<file path="config.mk">
export PLATFORM = sky130hd
export DESIGN_NAME = irq_ctrl
export DESIGN_NICKNAME = d
export VERILOG_FILES = /design/src/gb_io_pkg.sv /design/src/irq_ctrl.sv
export SDC_FILE = /design/constraint.sdc
export NUM_CORES = 1
export LEC_CHECK = 0
export BUFFER_PORTS_ARGS = -buffer_cell sky130_fd_sc_hd__clkbuf_2
export CAP_MARGIN = 20
export CELL_PAD_IN_SITES_DETAIL_PLACEMENT = 1
export CELL_PAD_IN_SITES_GLOBAL_PLACEMENT = 1
export CORE_UTILIZATION = 28
export CTS_CLUSTER_SIZE = 25
export DETAILED_ROUTE_END_ITERATION = 10
export PLACE_DENSITY_LB_ADDON = 0.1
export SLEW_MARGIN = 20
export SYNTH_ARGS = -nofsm -noshare
export SYNTH_HDL_FRONTEND = slang
export SYNTH_SLANG_ARGS = --single-unit
</file>
<file path="constraint.sdc">
create_clock -name clk_cpu -period 1.48 [get_ports clk_cpu]
set_input_delay 0.222 -clock clk_cpu [delete_from_list [all_inputs] [get_ports clk_cpu]]
set_output_delay 0.222 -clock clk_cpu [all_outputs]
set_load 0.05 [all_outputs]
</file>
<file path="src/gb_io_pkg.sv">
// shared constants and bus types for the console I/O block
// register map, interrupt numbering, serial timing, pipeline structs
package gb_io_pkg;

	// ------------------------------
	// register addresses
	// ------------------------------
	localparam logic [15:0] ADDR_JOYP = 16'hff00; // P1 joypad
	localparam logic [15:0] ADDR_SB   = 16'hff01; // serial data
	localparam logic [15:0] ADDR_SC   = 16'hff02; // serial control
	localparam logic [15:0] ADDR_IF   = 16'hff0f; // interrupt flags
	localparam logic [15:0] ADDR_SVBK = 16'hff70; // wram bank select
	localparam logic [15:0] ADDR_IE   = 16'hffff; // interrupt enable

	// memory windows
	localparam logic [15:0] WRAM_BASE      = 16'hc000; // 8k window, bank 0 half
	localparam logic [15:0] WRAM_BANK_BASE = 16'hd000; // switchable half
	localparam logic [15:0] ZPRAM_BASE     = 16'hff80; // high ram

	localparam int unsigned WRAM_BANK_W  = 3;  // bank number bits
	localparam int unsigned WRAM_ADDR_W  = 15; // 32 KiB total
	localparam int unsigned ZPRAM_ADDR_W = 7;

	// ------------------------------
	// interrupts
	// ------------------------------
	localparam int unsigned IRQ_N = 5;

	// lower index wins
	localparam int unsigned IRQ_VBLANK = 0;
	localparam int unsigned IRQ_LCD    = 1;
	localparam int unsigned IRQ_TIMER  = 2;
	localparam int unsigned IRQ_SERIAL = 3;
	localparam int unsigned IRQ_JOYPAD = 4;

	localparam logic [7:0] IRQ_VEC_BASE = 8'h40; // rst vector of source 0
	localparam logic [7:0] IRQ_VEC_STEP = 8'h08;
	localparam logic [7:0] IRQ_VEC_NONE = 8'h55; // nothing pending

	// serial timing, one bit every 512 cpu clocks
	localparam int unsigned SERIAL_BIT_CYCLES = 512;
	localparam int unsigned SERIAL_BITS       = 8;

	// edges from rd sample to rd_valid
	localparam int unsigned READ_LATENCY = 2;

	// ------------------------------
	// bus types
	// ------------------------------
	typedef struct packed {
		logic [15:0] addr;
		logic [7:0]  wdata;
		logic        rd;
		logic        wr;
	} bus_req_t; // 26 bits

	// one-hot unit selects
	typedef struct packed {
		logic joyp;
		logic sb;
		logic sc;
		logic if_reg;
		logic ie_reg;
		logic svbk;
		logic wram;
		logic zpram;
	} io_sel_t; // 8 bits

	// decoded request, stage 1 output
	typedef struct packed {
		bus_req_t bus;
		io_sel_t  sel;
	} io_req_t; // 34 bits

	typedef logic [IRQ_N-1:0] irq_bits_t; // one bit per source

endpackage
</file>
<file path="src/irq_ctrl.sv">
// interrupt controller: IF/IE, event capture, priority vector, ack clear
`timescale 1ns/1ps

module irq_ctrl (
	input  logic                clk_cpu,
	input  logic                reset,
	input  gb_io_pkg::io_req_t  req,
	input  logic                lcd_irq,     // pulse
	input  logic                timer_irq,   // pulse
	input  logic                vblank,      // level
	input  logic                serial_done, // pulse
	input  logic                joy_press,   // pulse
	input  logic                irq_ack,     // level from cpu
	output logic [7:0]          rd_byte,
	output logic                rd_sel,
	output logic                irq,
	output logic [7:0]          irq_vec
);

	gb_io_pkg::irq_bits_t if_r;    // flags
	gb_io_pkg::irq_bits_t ie_r;    // enables
	gb_io_pkg::irq_bits_t if_next;
	gb_io_pkg::irq_bits_t pend;    // flagged and enabled
	gb_io_pkg::irq_bits_t pend_top; // lowest set bit of pend

	logic vs_d, vs_d2; // vblank edge detect
	logic ack_d;
	logic ack_fall;

	assign pend     = if_r & ie_r;
	assign pend_top = pend & (~pend + 1'b1); // isolate highest priority
	assign ack_fall = ack_d & ~irq_ack;

	// ------------------------------
	// flag next state
	// ------------------------------
	always_comb begin
		if_next = if_r;
		if (vs_d && !vs_d2)
			if_next[gb_io_pkg::IRQ_VBLANK] = 1'b1;
		if (lcd_irq)
			if_next[gb_io_pkg::IRQ_LCD] = 1'b1;
		if (timer_irq)
			if_next[gb_io_pkg::IRQ_TIMER] = 1'b1;
		if (serial_done)
			if_next[gb_io_pkg::IRQ_SERIAL] = 1'b1;
		if (joy_press)
			if_next[gb_io_pkg::IRQ_JOYPAD] = 1'b1;
		// ack takes the serviced flag away
		if (ack_fall)
			if_next = if_next & ~pend_top;
		// cpu write wins over everything
		if (req.sel.if_reg && req.bus.wr)
			if_next = req.bus.wdata[gb_io_pkg::IRQ_N-1:0];
	end

	always_ff @(posedge clk_cpu) begin
		if (reset) begin
			if_r  <= '0;
			ie_r  <= '0;
			vs_d  <= 1'b0;
			vs_d2 <= 1'b0;
			ack_d <= 1'b0;
		end else begin
			if_r  <= if_next;
			vs_d  <= vblank;
			vs_d2 <= vs_d;
			ack_d <= irq_ack;
			if (req.sel.ie_reg && req.bus.wr)
				ie_r <= req.bus.wdata[gb_io_pkg::IRQ_N-1:0];
		end
	end

	// register reads, unused IF bits read as ones
	always_ff @(posedge clk_cpu) begin
		rd_byte <= req.sel.if_reg ? {3'b111, if_r} : {3'b000, ie_r};
		if (reset)
			rd_sel <= 1'b0;
		else
			rd_sel <= req.sel.if_reg | req.sel.ie_reg;
	end

	// ------------------------------
	// request and vector
	// ------------------------------
	assign irq = |pend;

	always_comb begin
		irq_vec = gb_io_pkg::IRQ_VEC_NONE;
		for (int i = gb_io_pkg::IRQ_N - 1; i >= 0; i--) begin
			if (pend[i])
				irq_vec = 8'(gb_io_pkg::IRQ_VEC_BASE + gb_io_pkg::IRQ_VEC_STEP * i);
		end
	end

endmodule

</file>
==> summary.md, run 1 <==
| Metric | Value |
|---|---|
| Most frequent cells in the layout | clkbuf_2 (24), dfxtp_1 (13), buf_4 (10), nand2_1 (9) |
| Vias in the first global route | 825 |
| NetSw | 0.387 mW |
| Switch share | 0.328 |
| Hold Path Depth | 2 |
| Internal Power | just under 0.8 mW |
| First-pass GRT wire length | 3800 um |
| Status | finished, violations left |
| Num CTS Buffers | 3 |
| Synth-to-Final Area Change | 39.6% |
| Netlist cell types | 31 |
| Routed vias/inst | 4.50 |
| Arrival @ worst endpoint | 1.33 ns |
| HPWL Detailed | about 1600 um |
| Final setup vio count | 6 |
| Syn Inst Count | 93 |
| Pwr Total | approximately 1.2 mW |
| Core footprint | about 3000 um2 |
| Grt total ovfl | 0 |
| Fin crit share | 1.05 |
| Crit. End Element | output port |
| DR pass1 iterations | 2 |
| Clk sinks | 20 |
| 1st-iter DRT viols | 6 |
| Minimum clock period | 1.56 ns |
| Clock power share | 0.221 |
| Final Wtd Congestion | between 0.7 and 0.8 |
| Post-route ant nets | 0 |
| DR vias | slightly below 800 |
| Layout cells sized above 1 | 0.527 |
| CTS H-Tree Depth | 1 |
| Worst-path fanout max | 4 |
| Final nets | 173 |
| Achievable Freq | 642 MHz |
| CTS tree | built |
| Pins over their slew limit | 0 |
| RSZ-0062 raised after global routing | yes |
| Gr usage total | 0.147 |
| WS Path Type | reg2out |
| Most common cell after layout, fill and taps aside | clkbuf_2 |
| Clock-pin slew of the registers on the worst-case setup and hold paths | roughly 0.11 ns |
| Clk_lat worst skew | approximately 0.3 ns |
| Total Wirelength | between 2000 and 2500 um |
| Hold WC Path Type | in2reg |
| Mapped Avg Cell Area | ~9.6 um2 |
| Post-placement cell count | around 160 |
| Number of diodes | 0 |
| Largest net degree at the start of global routing | 17 |
| Synth warn | 0 |
| Die Area | about 3400 um2 |
| Yosys reg bits | 20 |
| Initial Util | 0.294 |
| CP Data Required Time | between 1 and 1.5 ns |
| R2r worst-path depth | 5 |
| Initial antenna violation count | 0 |
| Post-synth EDFFs | 0 |
| Failing checks | negative setup slack |
| Pwr/cell area | roughly 950 nW/um2 |
| Hold_buf cts | 0 |
| Wire per inst | 13.1 um |
| Pleak | between 0.5 and 0.6 nW |
| CTS Root Cell | clkbuf_4 |
| Maximum vdd drop | between 0.4 and 0.5 mV |
| Skew final | 0.00597 ns |
| FFs w/ async S/R, synth | 0 |
| Combinational share of power | 0.272 |
| Port-buffer cells | 30 |
| Number of max-cap violations | 0 |
| Ports | 60 |
| Post-route DRC | 0 |
| Final Non-Filler Cells | between 150 and 200 |
| Fin. Hold Viols | 0 |
| Die Y | about 60 um |
| Fin worst setup slack | -0.0768 ns |
| Top FF cell, synth | dfxtp_1 |
| Mapped Area | 891 um2 |
| Post-synthesis sequential area ratio | 0.449 |
| Setup crit start kind | flip-flop |
| Die span in x | ~58 um |
| CTS max path bufs | 2 |
| Num rows | 20 |
| Register share of total power | 0.508 |
worst max-delay path, stage by stage, from the launching register on:
cell	delay, ns
dfxtp_2	0.35
a22o_4	0.27
inv_2	0.06
and3_4	0.20
clkbuf_16	0.16
sequential cells by signal (all words and copies together) (netlist names):
signal and count:
if_r 5, vs_d 1, rd_byte 6, vs_d2 1
ie_r 5, rd_sel 1, ack_d 1
through the flow:
step	hold WS (ns)	area, um2	util	TNS [ns]	setup WS (ns)
floorplan	0.250	911	-	0	0.0189
global placement	0.435	1070	0.355	0	0.116
detailed placement	0.450	1070	0.355	0	0.113
CTS	0.128	1230	0.407	-0.369	-0.105
global route	0.141	1240	0.411	-0.588	-0.120
finish	0.139	1240	0.411	-0.249	-0.0768
layout make-up:
type                    count  area, um2
clock buffers               3       22.5
flip-flops and latches     20        409
repair buffers             41        313
well taps                  44       55.1
multi-input cells          64        440
fillers                   356       1780
inverters                   1       3.75
power groups by stage:
stage | registers (mW) | clock network, mW | logic, mW
finish | 0.600 | 0.261 | 0.321
detailed placement | 0.611 | 0 | 0.273
floorplan | 0.660 | 0 | 0.162
global route | 0.605 | 0.292 | 0.340
CTS | 0.600 | 0.276 | 0.319
global placement | 0.610 | 0 | 0.271
per-layer routing:
layer  vias up  wire, um  GRT usage
li1        394         -          -
met1       364      1010      0.169
met2        19      1140      0.273
met3         2        90     0.0396
met4         0        21     0.0306
met5         -         0          0
final timing paths:
check        startpoint          to  slack, ns
min reg2reg        vs_d       vs_d2       0.48
max             ie_r[1]  irq_vec[2]      -0.08
min              vblank        vs_d       0.14
max reg2reg     ie_r[1]     if_r[3]       0.11
cell usage after synthesis, types with 2 or more instances:
cell      instances  area [um2]
conb_1            2        7.51
buf_4             6        45.0
dfxtp_1          20         400
a211oi_1          2        15.0
and2_1            2        12.5
a21oi_1           6        30.0
mux2_2            5        56.3
nor2_1            5        18.8
o32ai_1           2        17.5
buf_6             3        33.8
nand3_1           7        35.0
nand2_1          10        37.5
nor2b_1           4        25.0
o21ai_0           2        10.0
cells by family (layout without fill, tap and decap cells):
kind of cell           count (synthesis)  after routing  synth area share
AND/OR/NAND/NOR                       37             37             0.223
buffers and inverters                 10             45            0.0927
multiplexers                           5              5            0.0632
other                                  2              3           0.00843
AO/OA/AOI/OAI                         19             19             0.163
flip-flops                            20             20             0.449
what timing repair did:
action	CTS	global route
pin swaps	5	4
buffers inserted	6	0
gates resized for setup	24	3
endpoints found under the setup margin	6	6
Power figures use the tool's default switching activity.
==> run 2: changes to the inputs <==
Settings changed: TNS_END_PERCENT set to 30.
==> summary.md, run 2 (same netlist as run 1, synthesis figures left out) <==
| Metric | Value |
|---|---|
| Status | finished, violations left |
| Failing checks | negative setup slack |
| HPWL Detailed | 1610 um (+1.5%) |
| CP peak stage delay | 0.36 ns (about the same) |
| Vias in the first global route | 760 (-7.9%) |
| Die span in x | 58.4 um (unchanged) |
| Hold WC Path Type | in2reg |
| Core footprint | 3030 um2 (unchanged) |
| DR pass1 iterations | 4 (+2) |
| RSZ-0062 raised after global routing | yes |
| Pleak | 0.525 nW (-3.4%) |
| Biggest regs | rd_byte (6), ie_r (5), if_r (5) |
| Synth-to-Final Area Change | 35.5% |
| Grt total ovfl | 0 (unchanged) |
| CTS Root Cell | clkbuf_4 |
| Most frequent cells in the layout | clkbuf_2 (24), dfxtp_1 (13), nand2_1 (9), buf_4 (8), nand3_1 (7) |
| Hold EP | vs_d |
| Worst-path fanout max | 5 (+1) |
| Biggest register | rd_byte |
| CP Launch Point | if_r[0] |
| CP Data Required Time | 1.26 ns (about the same) |
| CTS tree | built |
| Layout cells sized above 1 | 0.500 (-0.0271) |
| CTS max path bufs | 2 (unchanged) |
| Maximum vdd drop | 0.384 mV (-22%) |
| Max reg flops | 6 (unchanged) |
| Wire per inst | 13.7 um (+4.8%) |
| Setup crit start kind | flip-flop |
| Cell chain of the critical path | a22o_4 > inv_2 > and3_4 > clkbuf_16 |
| Crit. End Element | output port |
| CTS H-Tree Depth | 1 (unchanged) |
| Num CTS Buffers | 3 (unchanged) |
| R2r worst-path depth | 5 (unchanged) |
| Die Area | 3410 um2 (unchanged) |
| First-pass GRT wire length | 3710 um (-2.2%) |
| Arrival @ worst endpoint | 1.33 ns (about the same) |
| Final Wtd Congestion | 0.666 (-9.7%) |
| Register-to-register setup slack | 0.06 ns (-0.05 ns) |
| Skew final | 0.00701 ns (+0.00103 ns) |
| DR vias | 783 (+0.51%) |
| Fin crit share | 1.05 (-0.00117) |
| Ports | 60 (unchanged) |
| Number of diodes | 0 (unchanged) |
| Filler cell count | 370 (+3.9%) |
| Final setup vio count | 5 (-1) |
| Num rows | 20 (unchanged) |
| Dpl ws | 0.111 ns (-0.00192 ns) |
| Fin worst setup slack | -0.0751 ns (+0.00172 ns) |
| Largest net degree at the start of global routing | 17 (unchanged) |
| Post-layout util | 0.399 (-0.0120) |
| Initial antenna violation count | 0 (unchanged) |
| Fin. Hold Viols | 0 (unchanged) |
| Minimum clock period | 1.56 ns (-0.00172 ns) |
| Achievable Freq | 643 MHz (+0.11%) |
| Gr usage total | 0.150 (+0.00285) |
| Clock-pin slew of the registers on the worst-case setup and hold paths | 0.11 ns (about the same) |
| Post-route DRC | 0 (unchanged) |
| Pwr/cell area | 970 nW/um2 (+2.2%) |
| Initial Util | 0.294 (unchanged) |
| Crit path max-delay cell type | dfxtp_2 |
| Clk sinks | 20 (unchanged) |
| Port-buffer cells | 30 (unchanged) |
| Crit Reg-Reg Endpoint | if_r[3] |
| Number of max-cap violations | 0 (unchanged) |
| Routed vias/inst | 4.61 (+2.3%) |
| Final nets | 170 (-1.7%) |
| 1st-iter DRT viols | 15 (+9) |
| Die Y | 58.4 um (unchanged) |
| Pins over their slew limit | 0 (unchanged) |
| Min-delay src | vblank |
| Clk_lat worst skew | 0.31 ns (about the same) |
| Hold Path Depth | 2 (unchanged) |
| Most common cell after layout, fill and taps aside | clkbuf_2 |
| Total Wirelength | 2330 um (+3.0%) |
| R2R Path Start | if_r[0] |
| Post-route ant nets | 0 (unchanged) |
| WS Path Type | reg2out |
==> run 2: changes by cell type in the layout (fill, tap and decap cells not counted), sizes merged <==
cell    delta
clkbuf     +1
buf        -4
==> run 2: how the worst max path moves through the flow <==
| stage | endpoint | cells past startpoint |
|---|---|---|
| finish | irq_vec[2] | 4 |
| global placement | irq_vec[4] | 4 |
| detailed placement | irq_vec[0] | 4 |
| floorplan | irq_vec[4] | 3 |
| CTS | irq_vec[0] | 4 |
| global route | irq_vec[4] | 4 |
==> run 2: what timing repair did <==
item | in CTS | in global routing
pin swaps | 3 | 2
gates resized for setup | 25 | 2
buffers inserted | 4 | 0
hold endpoints to repair | 0 | 0
hold buffers | 0 | 0
setup endpoints to repair | 6 | 6
==> run 2: layer usage <==
metal,vias to the layer above,GRT usage,part of all wire
li1,388,-,-
met1,367,0.190,0.46
met2,22,0.235,0.48
met3,6,0.0418,0.043
met4,0,0.0748,0.022
met5,-,0,0
==> run 2: worst max-delay path, delay by kind of cell (launching register included) <==
family          cells  cell delay [ns]
simple gates        1             0.20
compound gates      1             0.25
buf+inv             2             0.22
flops               1             0.36
==> run 2: area by class of cell <==
class	instances	area, um2	area share
repair buffers	38	285	0.236
well taps	44	55.1	0.0456
inverters	1	3.75	0.00311
multi-input cells	64	427	0.353
clock buffers	3	22.5	0.0187
flip-flops and latches	20	414	0.343
==> run 2: through the flow <==
stage | setup TNS, ns | power [mW] | cells | cell area [um2] | hold slack [ns]
floorplan | -0.388 | 0.818 | 94 | 900 | 0.250
global placement | 0 | 0.876 | 163 | 1060 | 0.432
detailed placement | 0 | 0.879 | 163 | 1060 | 0.447
CTS | -0.338 | 1.18 | 170 | 1200 | 0.127
global route | -0.744 | 1.24 | 170 | 1210 | 0.127
finish | -0.277 | 1.17 | 170 | 1210 | 0.126
==> run 2: power breakdown <==
| part | internal [mW] | switching [mW] | leakage (nW) | total (mW) |
|---|---|---|---|---|
| combinational | 0.115 | 0.196 | 0.342 | 0.310 |
| sequential | 0.576 | 0.0226 | 0.169 | 0.598 |
| clock | 0.0952 | 0.168 | 0.0138 | 0.263 |
| total | 0.785 | 0.386 | 0.525 | 1.17 |
==> run 3: changes to the inputs <==
Settings changed: ABC_AREA set to 1, CORE_UTILIZATION 28 to 26, CTS_CLUSTER_DIAMETER set to 50.
==> summary.md, run 3 <==
| Metric | Value |
|---|---|
| Status | complete, no violations |
| Post-synthesis sequential area ratio | 0.477 (+0.0275) |
| Pleak | 0.607 nW (+16%) |
| Pwr/cell area | 1020 nW/um2 (+5.0%) |
| Fin crit share | 0.967 (-0.0842) |
| Yosys reg bits | 20 (unchanged) |
| Vias in the first global route | 734 (-3.4%) |
| Mapped Avg Cell Area | 7.30 um2 (-24%) |
| Setup crit start kind | flip-flop |
| Skew final | 0.00631 ns (-0.000701 ns) |
| Post-route DRC | 0 (unchanged) |
| Layout cells sized above 1 | 0.441 (-0.0594) |
| Final nets | 187 (+10%) |
| Hold WC Path Type | in2reg |
| Number of diodes | 0 (unchanged) |
| Post-Synth Simple-Gate Area | 0.291 (+0.0673) |
| Hold_buf cts | 0 (unchanged) |
| Achievable Freq | 699 MHz (+8.7%) |
| WS Path Type | reg2out |
| DR vias | 760 (-2.9%) |
| Most frequent cells in the layout | clkbuf_2 (24), nand2_1 (21), nor2_1 (17), dfxtp_1 (12), o21ai_1 (8) |
| Syn Inst Count | 115 (+24%) |
| Dpl ws | 0.225 ns (+0.114 ns) |
| Die Y | 58.8 um (+0.72%) |
| Port-buffer cells | 30 (unchanged) |
| Initial antenna violation count | 0 (unchanged) |
| Fin. Hold Viols | 0 (unchanged) |
| Largest family of logic cells by synthesized area | simple AND/OR/NAND/NOR gates |
| Adder-cell share of the synthesized area | 0 (unchanged) |
| Total Wirelength | 2010 um (-14%) |
| Maximum vdd drop | 0.326 mV (-15%) |
| CTS Root Cell | clkbuf_4 |
| Post-placement cell count | 183 (+12%) |
| Clk_lat worst skew | 0.29 ns (-0.02 ns) |
| Compound-Gate Fraction of Synth Area | 0.121 (-0.0422) |
| RSZ-0062 raised after global routing | yes |
| Post-synthesis mux area share | 0 (-0.0632) |
| Arrival @ worst endpoint | 1.21 ns (-0.12 ns) |
| Final Non-Filler Cells | 187 (+10%) |
| Pwr Total | 1.21 mW (+3.2%) |
| CP peak stage delay | 0.38 ns (+0.02 ns) |
| Final Wtd Congestion | 0.735 (+10%) |
| 1st-iter DRT viols | 10 (-5) |
| Final setup vio count | 0 (-5) |
| Cell chain of the critical path | nand2_4 > inv_4 > nor2_4 > nand2_2 > nand2_2 > buf_8 |
| First-pass GRT wire length | 3370 um (-9.1%) |
| Num rows | 20 (unchanged) |
| Crit path max-delay cell type | dfxtp_4 |
| Ports | 60 (unchanged) |
| Crit. End Element | output port |
| Netlist cell types | 18 (-42%) |
| Post-synth EDFFs | 0 (unchanged) |
| Register-to-register setup slack | 0.48 ns (+0.42 ns) |
| Biggest register | rd_byte |
| Top post-synthesis cells by count | nand2_1 (28), dfxtp_1 (20), nor2_1 (20), o21ai_1 (8), buf_4 (7) |
| Core footprint | 3050 um2 (+0.83%) |
| Biggest regs | rd_byte (6), ie_r (5), if_r (5) |
| Wire per inst | 10.8 um (-21%) |
| CTS tree | built |
| CP Data Required Time | 1.26 ns (about the same) |
| Top FF cell, synth | dfxtp_1 |
| Post-route ant nets | 0 (unchanged) |
| Synth area leaders | dfxtp_1 (48%), nand2_1 (13%), nor2_1 (8.9%) |
| CTS H-Tree Depth | 1 (unchanged) |
| Die span in x | 58.8 um (+0.72%) |
| Pins over their slew limit | 0 (unchanged) |
| Fin Setup TNS | 0 ns (+0.277 ns) |
| Synth-to-Final Area Change | 41.3% |
| Initial Util | 0.275 (-0.0192) |
| Num CTS Buffers | 3 (unchanged) |
| Mapped Area | 840 um2 (-5.8%) |
| Max reg flops | 6 (unchanged) |
| Synth warn | 0 (unchanged) |
| WP buf/inv | 2 (unchanged) |
| Routed vias/inst | 4.06 (-12%) |
| Clock-pin slew of the registers on the worst-case setup and hold paths | 0.11 ns (about the same) |
| Largest area contributor in the netlist | dfxtp_1 |
| Gr usage total | 0.133 (-0.0170) |
| FFs w/ async S/R, synth | 0 (unchanged) |
| Largest net degree at the start of global routing | 11 (-6) |
| CP dominant cell by count | nand2_2 |
| Fin worst setup slack | 0.0495 ns (+0.125 ns) |
| Worst path top cell family by delay | flip-flops |
| Most frequent cell after synthesis | nand2_1 |
| Worst hold slack | 0.109 ns (-0.0179 ns) |
| Post-synth top area share | 0.477 (+0.0275) |
| Die Area | 3460 um2 (+1.4%) |
| Worst-path fanout max | 3 (-2) |
| Clk sinks | 20 (unchanged) |
| Minimum clock period | 1.43 ns (-0.125 ns) |
| DR pass1 iterations | 3 (-1) |
| Most common cell after layout, fill and taps aside | clkbuf_2 |
| XOR/XNOR Fraction of Synth Area | 0 (unchanged) |
| Grt total ovfl | 0 (unchanged) |
| HPWL Detailed | 1520 um (-5.6%) |
| CTS max path bufs | 2 (unchanged) |
| Number of max-cap violations | 0 (unchanged) |
## run 3: changes by cell type after synthesis, sizes merged, moves of 5 or more
cell   before  now
nand3       7    2
nor2        5   21
mux2        5    0
o21ai       2   13
inv         1    9
nand2      11   31
## run 3: final timing paths
path                              start  depth (start not counted)         end
worst max register to register  ie_r[2]                          7     if_r[3]
worst min register to register     vs_d                          2       vs_d2
worst min-delay path             vblank                          3        vs_d
worst max-delay path            ie_r[2]                          6  irq_vec[3]
## run 3: cell families after synthesis
kind of cell / after synthesis
AOI/OAI and AO/OA: 19
buffers and inverters: 16
DFF: 20
other: 2
and+or+nand+nor: 58
## run 3: worst min-delay path: stages
cell      delay, ns
clkbuf_2       0.08
inv_1          0.04
nor2_1         0.03
## run 3: final cells by class
cell class | instances | area (um2)
fill | 400 | 1870
multi-input combinational | 80 | 438
sequential | 20 | 420
timing repair buffer | 31 | 214
tap | 44 | 55.1
inverter | 9 | 36.3
clock buffer | 3 | 22.5
## run 3: where the power goes
| group | internal, mW | switching, mW | total, mW |
|---|---|---|---|
| Combinational | 0.109 | 0.236 | 0.345 |
| Sequential | 0.578 | 0.0315 | 0.610 |
| Clock | 0.0947 | 0.159 | 0.254 |
| Total | 0.782 | 0.426 | 1.21 |
## run 3: routing by layer
metal	vias to the layer above	track usage	share of wire
li1	411	-	-
met1	333	0.182	0.49
met2	14	0.201	0.47
met3	2	0.0264	0.028
met4	0	0.0612	0.0089
met5	-	0	0
## run 3: stage by stage
stage          utilization  area (um2)
2_1_floorplan            -         851
3_3_place_gp         0.329        1000
3_5_place_dp         0.329        1000
4_1_cts              0.362        1100
5_1_grt              0.389        1190
6_report             0.389        1190
## run 3: timing repair
action                                  CTS  global route
pin swaps                                 1             4
resized for setup                        22            26
setup buffers                             0             1
hold endpoints to repair                  0             0
endpoints found under the setup margin    6             6
